==> config.mk <==
export PLATFORM = sky130hd
export DESIGN_NAME = vstu_top
export DESIGN_NICKNAME = d
export VERILOG_FILES = /design/src/common/vstu_cfg_pkg.sv /design/src/common/vstu_txn_pkg.sv /design/src/design/operand_spill.sv /design/src/design/vstu_top.sv /design/src/vstu_core/vstu_ctrl.sv /design/src/vstu_core/vstu_insn_queue.sv /design/src/vstu_core/vstu_w_packer.sv
export SDC_FILE = /design/constraint.sdc
export NUM_CORES = 1
export LEC_CHECK = 0
export ABC_CLOCK_PERIOD_IN_PS = 9480
export BUFFER_PORTS_ARGS = -buffer_cell sky130_fd_sc_hd__buf_2
export CORE_MARGIN = 8
export CORE_UTILIZATION = 54
export CTS_CLUSTER_DIAMETER = 100
export CTS_CLUSTER_SIZE = 12
export DETAILED_ROUTE_END_ITERATION = 8
export PLACE_DENSITY = 0.81
export SLEW_MARGIN = 5
export SYNTH_ARGS = -nofsm -noshare
export SYNTH_HDL_FRONTEND = slang
export SYNTH_HIERARCHICAL = 1
export SYNTH_SLANG_ARGS = --single-unit
==> constraint.sdc <==
create_clock -name clk_i -period 9.48 [get_ports clk_i]
set_input_delay 0 -clock clk_i [delete_from_list [all_inputs] [get_ports clk_i]]
set_output_delay 0 -clock clk_i [all_outputs]
set_load 0.02 [all_outputs]
==> src/common/vstu_cfg_pkg.sv <==
// Sizing constants of the vector store unit, imported by every RTL file that needs a width
package vstu_cfg_pkg;

  //////////////////////////////
  // Lanes and beats
  //////////////////////////////

  // Lanes feeding the store unit
  localparam int unsigned NrLanes   = 2;
  // One lane word
  localparam int unsigned ElenWidth = 64;
  localparam int unsigned LaneBytes = ElenWidth / 8;
  // A write beat carries one full register-file word
  localparam int unsigned BeatBytes = NrLanes * LaneBytes;
  // Byte count of one beat, 0 to BeatBytes inclusive
  localparam int unsigned BeatByteCntWidth = $clog2(BeatBytes) + 1;

  //////////////////////////////
  // Instruction tracking
  //////////////////////////////

  localparam int unsigned QueueDepth    = 4;
  localparam int unsigned QueuePtrWidth = $clog2(QueueDepth);
  localparam int unsigned QueueCntWidth = QueuePtrWidth + 1;
  localparam int unsigned NrVInsn       = 8;
  localparam int unsigned VlWidth       = 10;
  // vl shifted by the largest vsew still fits
  localparam int unsigned ByteCntWidth  = 14;
  // Burst length field, beats minus one
  localparam int unsigned BurstLenWidth = 8;

endpackage

==> src/common/vstu_txn_pkg.sv <==
// Transaction types exchanged between the store unit and its neighbours
package vstu_txn_pkg;

  import vstu_cfg_pkg::*;

  // One lane word and its byte mask
  typedef logic [ElenWidth-1:0] elen_t;
  typedef logic [LaneBytes-1:0] strb_t;

  // Instruction id
  typedef logic [$clog2(NrVInsn)-1:0] vid_t;

  // Store instruction from the sequencer
  typedef struct packed {
    vid_t               id;
    logic [VlWidth-1:0] vl;
    // Element size as log2 of bytes
    logic [1:0]         vsew;
    // Set means unmasked
    logic               vm;
  } store_req_t;

  // Burst request from the address generator
  typedef struct packed {
    logic [BurstLenWidth-1:0] len;
    logic                     is_load;
  } burst_req_t;

  // One beat on the write data channel
  typedef struct packed {
    logic [BeatBytes*8-1:0] data;
    logic [BeatBytes-1:0]   strb;
    logic                   last;
  } w_beat_t;

  // One done bit per instruction id
  typedef logic [NrVInsn-1:0] resp_t;

endpackage

==> src/design/operand_spill.sv <==
// One-slot fall-through register, placed between a lane and the store unit for operands or masks
`timescale 1ns/1ps

module operand_spill #(
  parameter type T = logic
) (
  input  logic clk_i,
  input  logic rst_ni,
  // Producer side
  input  T     data_i,
  input  logic valid_i,
  output logic ready_o,
  // Consumer side
  output T     data_o,
  output logic valid_o,
  input  logic ready_i
);

  T     data_q;
  logic full_q;

  // Slot free means the producer may hand over a word
  assign ready_o = !full_q;

  // Held word first, otherwise input falls straight through
  assign valid_o = full_q || valid_i;
  assign data_o  = full_q ? data_q : data_i;

  always_ff @(posedge clk_i or negedge rst_ni) begin
    if (!rst_ni) begin
      full_q <= 1'b0;
    end else if (full_q) begin
      // Held word taken by the consumer
      if (ready_i) full_q <= 1'b0;
    end else if (valid_i && !ready_i) begin
      full_q <= 1'b1;
    end
  end

  // Capture only when the word cannot fall through this cycle
  always_ff @(posedge clk_i) begin
    if (!full_q && valid_i && !ready_i) begin
      data_q <= data_i;
    end
  end

endmodule

==> src/design/vstu_top.sv <==
// Vector store unit top level connecting lane spill registers, queue, control and beat packer
`timescale 1ns/1ps

module vstu_top
  import vstu_cfg_pkg::*;
  import vstu_txn_pkg::*;
(
  input  logic                clk_i,
  input  logic                rst_ni,
  // Sequencer
  input  store_req_t          req_i,
  input  logic                req_valid_i,
  output logic                req_ready_o,
  // Lanes
  input  elen_t [NrLanes-1:0] operand_i,
  input  logic  [NrLanes-1:0] operand_valid_i,
  output logic  [NrLanes-1:0] operand_ready_o,
  // Mask unit
  input  strb_t [NrLanes-1:0] mask_i,
  input  logic  [NrLanes-1:0] mask_valid_i,
  output logic                mask_ready_o,
  // Address generator
  input  burst_req_t          burst_i,
  input  logic                burst_valid_i,
  output logic                burst_ready_o,
  // Memory write data
  output w_beat_t             w_o,
  output logic                w_valid_o,
  input  logic                w_ready_i,
  // Memory write response
  input  logic                b_valid_i,
  output logic                b_ready_o,
  // Status
  output logic                store_pending_o,
  output logic                store_complete_o,
  output resp_t               resp_o
);

  elen_t [NrLanes-1:0]         lane_operand;
  logic  [NrLanes-1:0]         lane_operand_valid;
  strb_t [NrLanes-1:0]         lane_mask;
  logic  [NrLanes-1:0]         lane_mask_valid;
  logic  [NrLanes-1:0]         spill_pop;
  store_req_t                  issue_req;
  logic                        issue_valid;
  logic                        issue_pop;
  vid_t                        commit_id;
  logic                        commit_valid;
  logic                        commit_pop;
  logic [QueueCntWidth-1:0]    pending_issue;
  logic                        last;
  logic [BeatByteCntWidth-1:0] beat_bytes;
  logic [ByteCntWidth-1:0]     remaining;

  //////////////////////////////
  // Lane spill registers
  //////////////////////////////

  for (genvar l = 0; l < NrLanes; l++) begin : gen_spill
    operand_spill #(.T(elen_t)) i_operand_spill (
      .clk_i, .rst_ni,
      .data_i  (operand_i[l]),
      .valid_i (operand_valid_i[l]),
      .ready_o (operand_ready_o[l]),
      .data_o  (lane_operand[l]),
      .valid_o (lane_operand_valid[l]),
      .ready_i (spill_pop[l])
    );

    // Mask unit holds its word until the mask pulse
    operand_spill #(.T(strb_t)) i_mask_spill (
      .clk_i, .rst_ni,
      .data_i  (mask_i[l]),
      .valid_i (mask_valid_i[l]),
      .ready_o (),
      .data_o  (lane_mask[l]),
      .valid_o (lane_mask_valid[l]),
      .ready_i (mask_ready_o)
    );
  end

  //////////////////////////////
  // Queue, control, packer
  //////////////////////////////

  vstu_insn_queue i_insn_queue (
    .clk_i, .rst_ni, .req_i, .req_valid_i, .req_ready_o,
    .issue_req_o     (issue_req),
    .issue_valid_o   (issue_valid),
    .issue_pop_i     (issue_pop),
    .commit_id_o     (commit_id),
    .commit_valid_o  (commit_valid),
    .commit_pop_i    (commit_pop),
    .pending_issue_o (pending_issue),
    .store_pending_o
  );

  vstu_ctrl i_ctrl (
    .clk_i, .rst_ni,
    .issue_req_i     (issue_req),
    .issue_valid_i   (issue_valid),
    .issue_pop_o     (issue_pop),
    .commit_id_i     (commit_id),
    .commit_valid_i  (commit_valid),
    .commit_pop_o    (commit_pop),
    .pending_issue_i (pending_issue),
    .operand_valid_i (lane_operand_valid),
    .mask_valid_i    (lane_mask_valid),
    .spill_pop_o     (spill_pop),
    .mask_ready_o, .burst_i, .burst_valid_i, .burst_ready_o, .w_ready_i, .w_valid_o,
    .last_o          (last),
    .beat_bytes_i    (beat_bytes),
    .remaining_o     (remaining),
    .b_valid_i, .b_ready_o, .store_complete_o, .resp_o
  );

  vstu_w_packer i_w_packer (
    .operand_i    (lane_operand),
    .mask_i       (lane_mask),
    .vm_i         (issue_req.vm),
    .remaining_i  (remaining),
    .last_i       (last),
    .w_o,
    .beat_bytes_o (beat_bytes)
  );

endmodule

==> src/vstu_core/vstu_ctrl.sv <==
// Store unit control for beat firing, burst closing, issue advance and in-order commit
`timescale 1ns/1ps

module vstu_ctrl
  import vstu_cfg_pkg::*;
  import vstu_txn_pkg::*;
(
  input  logic                        clk_i,
  input  logic                        rst_ni,
  // Instruction queue
  input  store_req_t                  issue_req_i,
  input  logic                        issue_valid_i,
  output logic                        issue_pop_o,
  input  vid_t                        commit_id_i,
  input  logic                        commit_valid_i,
  output logic                        commit_pop_o,
  input  logic [QueueCntWidth-1:0]    pending_issue_i,
  // Spill registers
  input  logic [NrLanes-1:0]          operand_valid_i,
  input  logic [NrLanes-1:0]          mask_valid_i,
  output logic [NrLanes-1:0]          spill_pop_o,
  output logic                        mask_ready_o,
  // Address generator
  input  burst_req_t                  burst_i,
  input  logic                        burst_valid_i,
  output logic                        burst_ready_o,
  // Write data channel
  input  logic                        w_ready_i,
  output logic                        w_valid_o,
  output logic                        last_o,
  // Packer
  input  logic [BeatByteCntWidth-1:0] beat_bytes_i,
  output logic [ByteCntWidth-1:0]     remaining_o,
  // Write response channel
  input  logic                        b_valid_i,
  output logic                        b_ready_o,
  output logic                        store_complete_o,
  output resp_t                       resp_o
);

  // Remaining bytes, valid once the head has fired a beat
  logic [ByteCntWidth-1:0]  rem_q;
  logic                     loaded_q;
  logic [ByteCntWidth-1:0]  rem_eff;
  logic [ByteCntWidth-1:0]  rem_next;
  // Beats already sent in the current burst
  logic [BurstLenWidth-1:0] beat_cnt_q;
  logic                     fire;
  resp_t                    resp_d;

  //////////////////////////////
  // Beat firing
  //////////////////////////////

  // Everything but memory readiness
  assign w_valid_o = issue_valid_i && burst_valid_i && !burst_i.is_load &&
                     (&operand_valid_i) && (issue_req_i.vm || (&mask_valid_i));
  assign fire      = w_valid_o && w_ready_i;

  // Lanes and mask unit consumed together
  assign spill_pop_o  = {NrLanes{fire}};
  assign mask_ready_o = fire && !issue_req_i.vm;

  // Burst closes on beat number len
  assign last_o        = (beat_cnt_q == burst_i.len);
  assign burst_ready_o = fire && last_o;

  //////////////////////////////
  // Issue advance
  //////////////////////////////

  // Fresh head takes its count straight from the queue
  assign rem_eff     = loaded_q ? rem_q :
                       (ByteCntWidth'(issue_req_i.vl) << issue_req_i.vsew);
  assign remaining_o = rem_eff;
  // Packer never reports more than what remains
  assign rem_next    = fire ? rem_eff - ByteCntWidth'(beat_bytes_i) : rem_eff;
  assign issue_pop_o = issue_valid_i && (rem_next == '0);

  always_ff @(posedge clk_i or negedge rst_ni) begin
    if (!rst_ni) begin
      rem_q      <= '0;
      loaded_q   <= 1'b0;
      beat_cnt_q <= '0;
    end else begin
      // Next head or an empty issue phase reloads from the queue
      if (issue_pop_o || (pending_issue_i == '0)) begin
        loaded_q <= 1'b0;
      end else if (fire) begin
        loaded_q <= 1'b1;
      end
      if (fire) begin
        rem_q      <= rem_next;
        beat_cnt_q <= last_o ? '0 : beat_cnt_q + 1'b1;
      end
    end
  end

  //////////////////////////////
  // Response and commit
  //////////////////////////////

  // Every response is taken, only one past issue commits
  assign b_ready_o        = b_valid_i;
  assign commit_pop_o     = b_valid_i && commit_valid_i;
  assign store_complete_o = commit_pop_o;

  always_comb begin
    resp_d = '0;
    if (commit_pop_o) resp_d[commit_id_i] = 1'b1;
  end

  // Done bit shows for one cycle
  always_ff @(posedge clk_i or negedge rst_ni) begin
    if (!rst_ni) begin
      resp_o <= '0;
    end else begin
      resp_o <= resp_d;
    end
  end

endmodule

==> src/vstu_core/vstu_insn_queue.sv <==
// In-order store instruction queue tracking accept, issue and commit phases per slot
`timescale 1ns/1ps

module vstu_insn_queue
  import vstu_cfg_pkg::*;
  import vstu_txn_pkg::*;
(
  input  logic                     clk_i,
  input  logic                     rst_ni,
  // Sequencer side
  input  store_req_t               req_i,
  input  logic                     req_valid_i,
  output logic                     req_ready_o,
  // Issue phase
  output store_req_t               issue_req_o,
  output logic                     issue_valid_o,
  input  logic                     issue_pop_i,
  // Commit phase
  output vid_t                     commit_id_o,
  output logic                     commit_valid_o,
  input  logic                     commit_pop_i,
  // Status
  output logic [QueueCntWidth-1:0] pending_issue_o,
  output logic                     store_pending_o
);

  // Slot storage
  store_req_t mem_q [QueueDepth];

  // One pointer per phase
  logic [QueuePtrWidth-1:0] accept_pnt_q;
  logic [QueuePtrWidth-1:0] issue_pnt_q;
  logic [QueuePtrWidth-1:0] commit_pnt_q;

  // Instructions still to issue, and still to commit
  logic [QueueCntWidth-1:0] issue_cnt_q;
  logic [QueueCntWidth-1:0] commit_cnt_q;

  logic full;
  logic accept;

  // Every accepted slot stays counted until commit
  assign full        = (commit_cnt_q == QueueCntWidth'(QueueDepth));
  assign req_ready_o = !full;
  assign accept      = req_valid_i && !full;

  // Head of the issue phase
  assign issue_req_o   = mem_q[issue_pnt_q];
  assign issue_valid_o = (issue_cnt_q != '0);

  // Commit head has left issue when more are awaiting commit than issue
  assign commit_id_o    = mem_q[commit_pnt_q].id;
  assign commit_valid_o = (commit_cnt_q > issue_cnt_q);

  assign pending_issue_o = issue_cnt_q;
  assign store_pending_o = (commit_cnt_q != '0);

  //////////////////////////////
  // Pointers and counters
  //////////////////////////////

  // Depth is a power of two, so pointers wrap on their own
  always_ff @(posedge clk_i or negedge rst_ni) begin
    if (!rst_ni) begin
      accept_pnt_q <= '0;
      issue_pnt_q  <= '0;
      commit_pnt_q <= '0;
      issue_cnt_q  <= '0;
      commit_cnt_q <= '0;
    end else begin
      if (accept) accept_pnt_q <= accept_pnt_q + 1'b1;
      if (issue_pop_i) issue_pnt_q <= issue_pnt_q + 1'b1;
      if (commit_pop_i) commit_pnt_q <= commit_pnt_q + 1'b1;
      // Accept and pop may meet in one cycle
      issue_cnt_q  <= issue_cnt_q + QueueCntWidth'(accept) - QueueCntWidth'(issue_pop_i);
      commit_cnt_q <= commit_cnt_q + QueueCntWidth'(accept) - QueueCntWidth'(commit_pop_i);
    end
  end

  // Slot write at the accept pointer
  always_ff @(posedge clk_i) begin
    if (accept) begin
      mem_q[accept_pnt_q] <= req_i;
    end
  end

endmodule

==> src/vstu_core/vstu_w_packer.sv <==
// Packs lane operand bytes into one write beat with strobes and a valid byte count
`timescale 1ns/1ps

module vstu_w_packer
  import vstu_cfg_pkg::*;
  import vstu_txn_pkg::*;
(
  input  elen_t [NrLanes-1:0]         operand_i,
  input  strb_t [NrLanes-1:0]         mask_i,
  input  logic                        vm_i,
  input  logic [ByteCntWidth-1:0]     remaining_i,
  input  logic                        last_i,
  output w_beat_t                     w_o,
  output logic [BeatByteCntWidth-1:0] beat_bytes_o
);

  // Valid bytes of this beat, capped at a full beat
  assign beat_bytes_o = (remaining_i < ByteCntWidth'(BeatBytes)) ?
                        BeatByteCntWidth'(remaining_i) : BeatByteCntWidth'(BeatBytes);

  always_comb begin
    int unsigned lane;
    int unsigned offset;

    w_o      = '0;
    w_o.last = last_i;
    // Sequential lane order, no element shuffle
    for (int unsigned i = 0; i < BeatBytes; i++) begin
      lane   = i / LaneBytes;
      offset = i % LaneBytes;
      // Bytes past the count stay zero
      if (i < beat_bytes_o) begin
        w_o.data[8*i +: 8] = operand_i[lane][8*offset +: 8];
        w_o.strb[i]        = vm_i || mask_i[lane][offset];
      end
    end
  end

endmodule

==> flow_metrics.env <==
export IMPL_combPwrFrac=0.477
export IMPL_antenna_found_initial=2
export IMPL_rsz0062_at_grt="no"
export IMPL_syn_inst=941
export IMPL_placementRows=57
export IMPL_cts_made_buffers=25
export IMPL_ant_nets=0
export IMPL_placed_area_um2=15100
export IMPL_internal_power_mw=2.76
export IMPL_worstPathBufferInverterCount=4
export IMPL_criticalPathCategory="reg -> reg"
export IMPL_worst_pin_slew_ns=1.23
export IMPL_syn_area_um2=13300
export IMPL_routed_wl_um=38700
export IMPL_drtIter0Drc=685
export IMPL_grt_pass1_vias=10500
export IMPL_cts_sinks=255
export IMPL_period_share=0.769
export IMPL_setup_slack_ns=2.19
export IMPL_fin_tns_setup_ns=0
export IMPL_fin_skew_ns=0.0210
export IMPL_multiInputGateArea_um2=5420
export IMPL_fmax_mhz=137
export IMPL_drive_gt1_frac=0.407
export IMPL_timing_hold_ws_ns=0.0482
export IMPL_cts_clk_slew_worst_paths_ns=0.06
export IMPL_crit_family="simple AND/OR/NAND/NOR gates"
export IMPL_regToRegEndpoint="i_insn_queue/pending_issue_o[2]$_DFF_PN0_"
export IMPL_r2r_cells=23
export IMPL_die_h_um=173
export IMPL_swShare=0.409
export IMPL_gp_congestion=0.885
export IMPL_start_util=0.549
export IMPL_fp_dieW_um=173
export IMPL_worst_ir_drop_vdd_v=0.000230
export IMPL_cts_root_buf="clkbuf_16"
export IMPL_slowest_delay_ns=0.88
export IMPL_synth_warnings=6
export IMPL_setup_viol=0
export IMPL_dieArea_um2=29900
export IMPL_finalMaxSlewViolations=0
export IMPL_grt_max_degree=68
export IMPL_fin_nets=1637
export IMPL_slowest_stage="dfrtp_1"
export IMPL_cp_data_arrival_time_ns=7.70
export IMPL_hold_start="burst_i[6]"
export IMPL_syn_to_final_growth_pct=32.0
export IMPL_slew_limit_headroom=0.177
export IMPL_status="completed"
export IMPL_power_frac_seq=0.327
export IMPL_grt_pass1_wl_um=59800
export IMPL_cts_setup_buffers=0
export IMPL_core_area_um2=24200
export IMPL_postSynthAreaPerCell_um2=14.1
export IMPL_cap_viol_max_count=0
export IMPL_portBuffers=340
export IMPL_cts_tree="yes"
export IMPL_syn_nets=1140
export IMPL_via_count=9854
export IMPL_min_period_ns=7.29
export IMPL_whs_endpoint="i_ctrl/beat_cnt_q[6]$_DFFE_PN0P_"
export IMPL_pre_cts_ws_ns=2.20
export IMPL_rrSetupSlack_ns=2.19
export IMPL_p_clk_frac=0.196
export IMPL_routedWlPerCell_um=21.7
export IMPL_ios=341
export IMPL_endpoint_kind="flip-flop"
export IMPL_p_leak_nw=7.15
export IMPL_grt_use_total=0.249
export IMPL_stdcell_area_um2=17600
export IMPL_power_switching_mw=1.91
export IMPL_final_hold_violation_count=0
export IMPL_fillers=1496
export IMPL_cts_htree_levels=1
export IMPL_drc_errors=0
export IMPL_final_cell_mix="340 x buf_2, 208 x edfxtp_1, 170 x dlygate4sd3_1"
export IMPL_cp_required_ns=9.89
export IMPL_cp_cell_sequence="mux4_2 -> mux4_2 -> mux2i_4 -> inv_1 -> nor4_4 -> buf_4 -> and3_1 -> and2_1 -> ha_1 -> inv_1 -> fa_1 -> a211oi_1 -> nor2_1 -> nor4_2 -> nor4b_2 -> xor2_1 -> nor4_2 -> ha_1 -> inv_1 -> ha_1 -> fa_1 -> xnor2_1 -> xnor2_1"
export IMPL_cp_start_kind="flip-flop"
export IMPL_gr_total_overflow=0
export IMPL_holdPathStages=5
export IMPL_place_hpwl_um=24800
export IMPL_dr_pass1_iters=5
export IMPL_clockBufferDepth=3
export IMPL_reg2reg_from="i_insn_queue/issue_pnt_q[0]$_DFFE_PN0P_"
export IMPL_clk_latency_ns=0.53
export IMPL_vias_per_cell=5.54
export IMPL_regArea_um2=7420
export IMPL_path_max_fanout=21
export IMPL_power_density_nw_per_um2=266
export IMPL_mostFrequentLayoutCell="buf_2"
export IMPL_min_path_type="in -> reg"
-- through the flow --
| step | total power, mW | instances | utilization |
|---|---|---|---|
| 2_1_floorplan | 3.18 | 941 | - |
| 3_3_place_gp | 3.62 | 1565 | 0.624 |
| 3_5_place_dp | 3.68 | 1565 | 0.624 |
| 4_1_cts | 4.66 | 1778 | 0.724 |
| 5_1_grt | 4.92 | 1780 | 0.724 |
| 6_report | 4.67 | 1780 | 0.724 |
-- per-layer routing --
layer,vias up,global-route usage,part of all wire
met4,0,0.0967,0.039
met3,103,0.0481,0.072
met5,-,0,0
li1,4452,-,-
met2,447,0.450,0.51
met1,4852,0.287,0.38
-- worst max path at each step --
stage	slack, ns	from	endpoint	cells past startpoint
2_1_floorplan	2.44	gen_spill[0].i_operand_spill/full_q$_DFF_PN0_	gen_spill[0].i_operand_spill/data_q[0]$_DFFE_PP_	9
3_3_place_gp	2.43	i_insn_queue/issue_pnt_q[0]$_DFFE_PN0P_	i_insn_queue/pending_issue_o[2]$_DFF_PN0_	23
3_5_place_dp	2.20	i_insn_queue/issue_pnt_q[0]$_DFFE_PN0P_	i_insn_queue/pending_issue_o[2]$_DFF_PN0_	23
4_1_cts	2.18	i_insn_queue/issue_pnt_q[0]$_DFFE_PN0P_	i_insn_queue/pending_issue_o[2]$_DFF_PN0_	23
5_1_grt	1.68	i_insn_queue/issue_pnt_q[0]$_DFFE_PN0P_	i_insn_queue/pending_issue_o[2]$_DFF_PN0_	23
6_report	2.19	i_insn_queue/issue_pnt_q[0]$_DFFE_PN0P_	i_insn_queue/pending_issue_o[2]$_DFF_PN0_	23
-- final cells by class --
type                       instances  area share
inverter                          31     0.00663
clock inverter                     2     0.00114
timing repair buffer             520       0.198
tap                              324      0.0231
multi-input combinational        605       0.309
clock buffer                      41      0.0391
antenna                            2    0.000285
sequential                       255       0.423
-- power groups by stage --
stage	logic [mW]	registers (mW)	clock network, mW
global route	2.40	1.55	0.977
finish	2.23	1.53	0.915
floorplan	1.70	1.48	0
detailed placement	2.14	1.55	0
global placement	2.08	1.54	0
CTS	2.20	1.53	0.930
-- registers in the layout, indices dropped and copies added, names as in the netlist --
register and cells:
gen_spill.i_mask_spill/data_q 16, i_insn_queue/mem_q 64, i_insn_queue/issue_pnt_q 2, i_ctrl/resp_o 8
i_ctrl/beat_cnt_q 8, gen_spill.i_operand_spill/full_q 2, i_ctrl/loaded_q 1, i_insn_queue/accept_pnt_q 2
i_ctrl/rem_q 14, gen_spill.i_mask_spill/full_q 2, i_insn_queue/commit_cnt_q 3, i_insn_queue/commit_pnt_q 2
gen_spill.i_operand_spill/data_q 128, i_insn_queue/pending_issue_o 3
-- worst min-delay path, stage by stage --
cell	delay, ns
buf_2	0.08
xnor2_1	0.05
nand4_1	0.11
nor2_1	0.12
o21ai_0	0.17
-- repair_timing --
action | CTS | global route
hold buffers | 170 | 0
gates resized for setup | 0 | 0
hold endpoints to repair | 265 | 0
(Power assumes the default switching activity.)
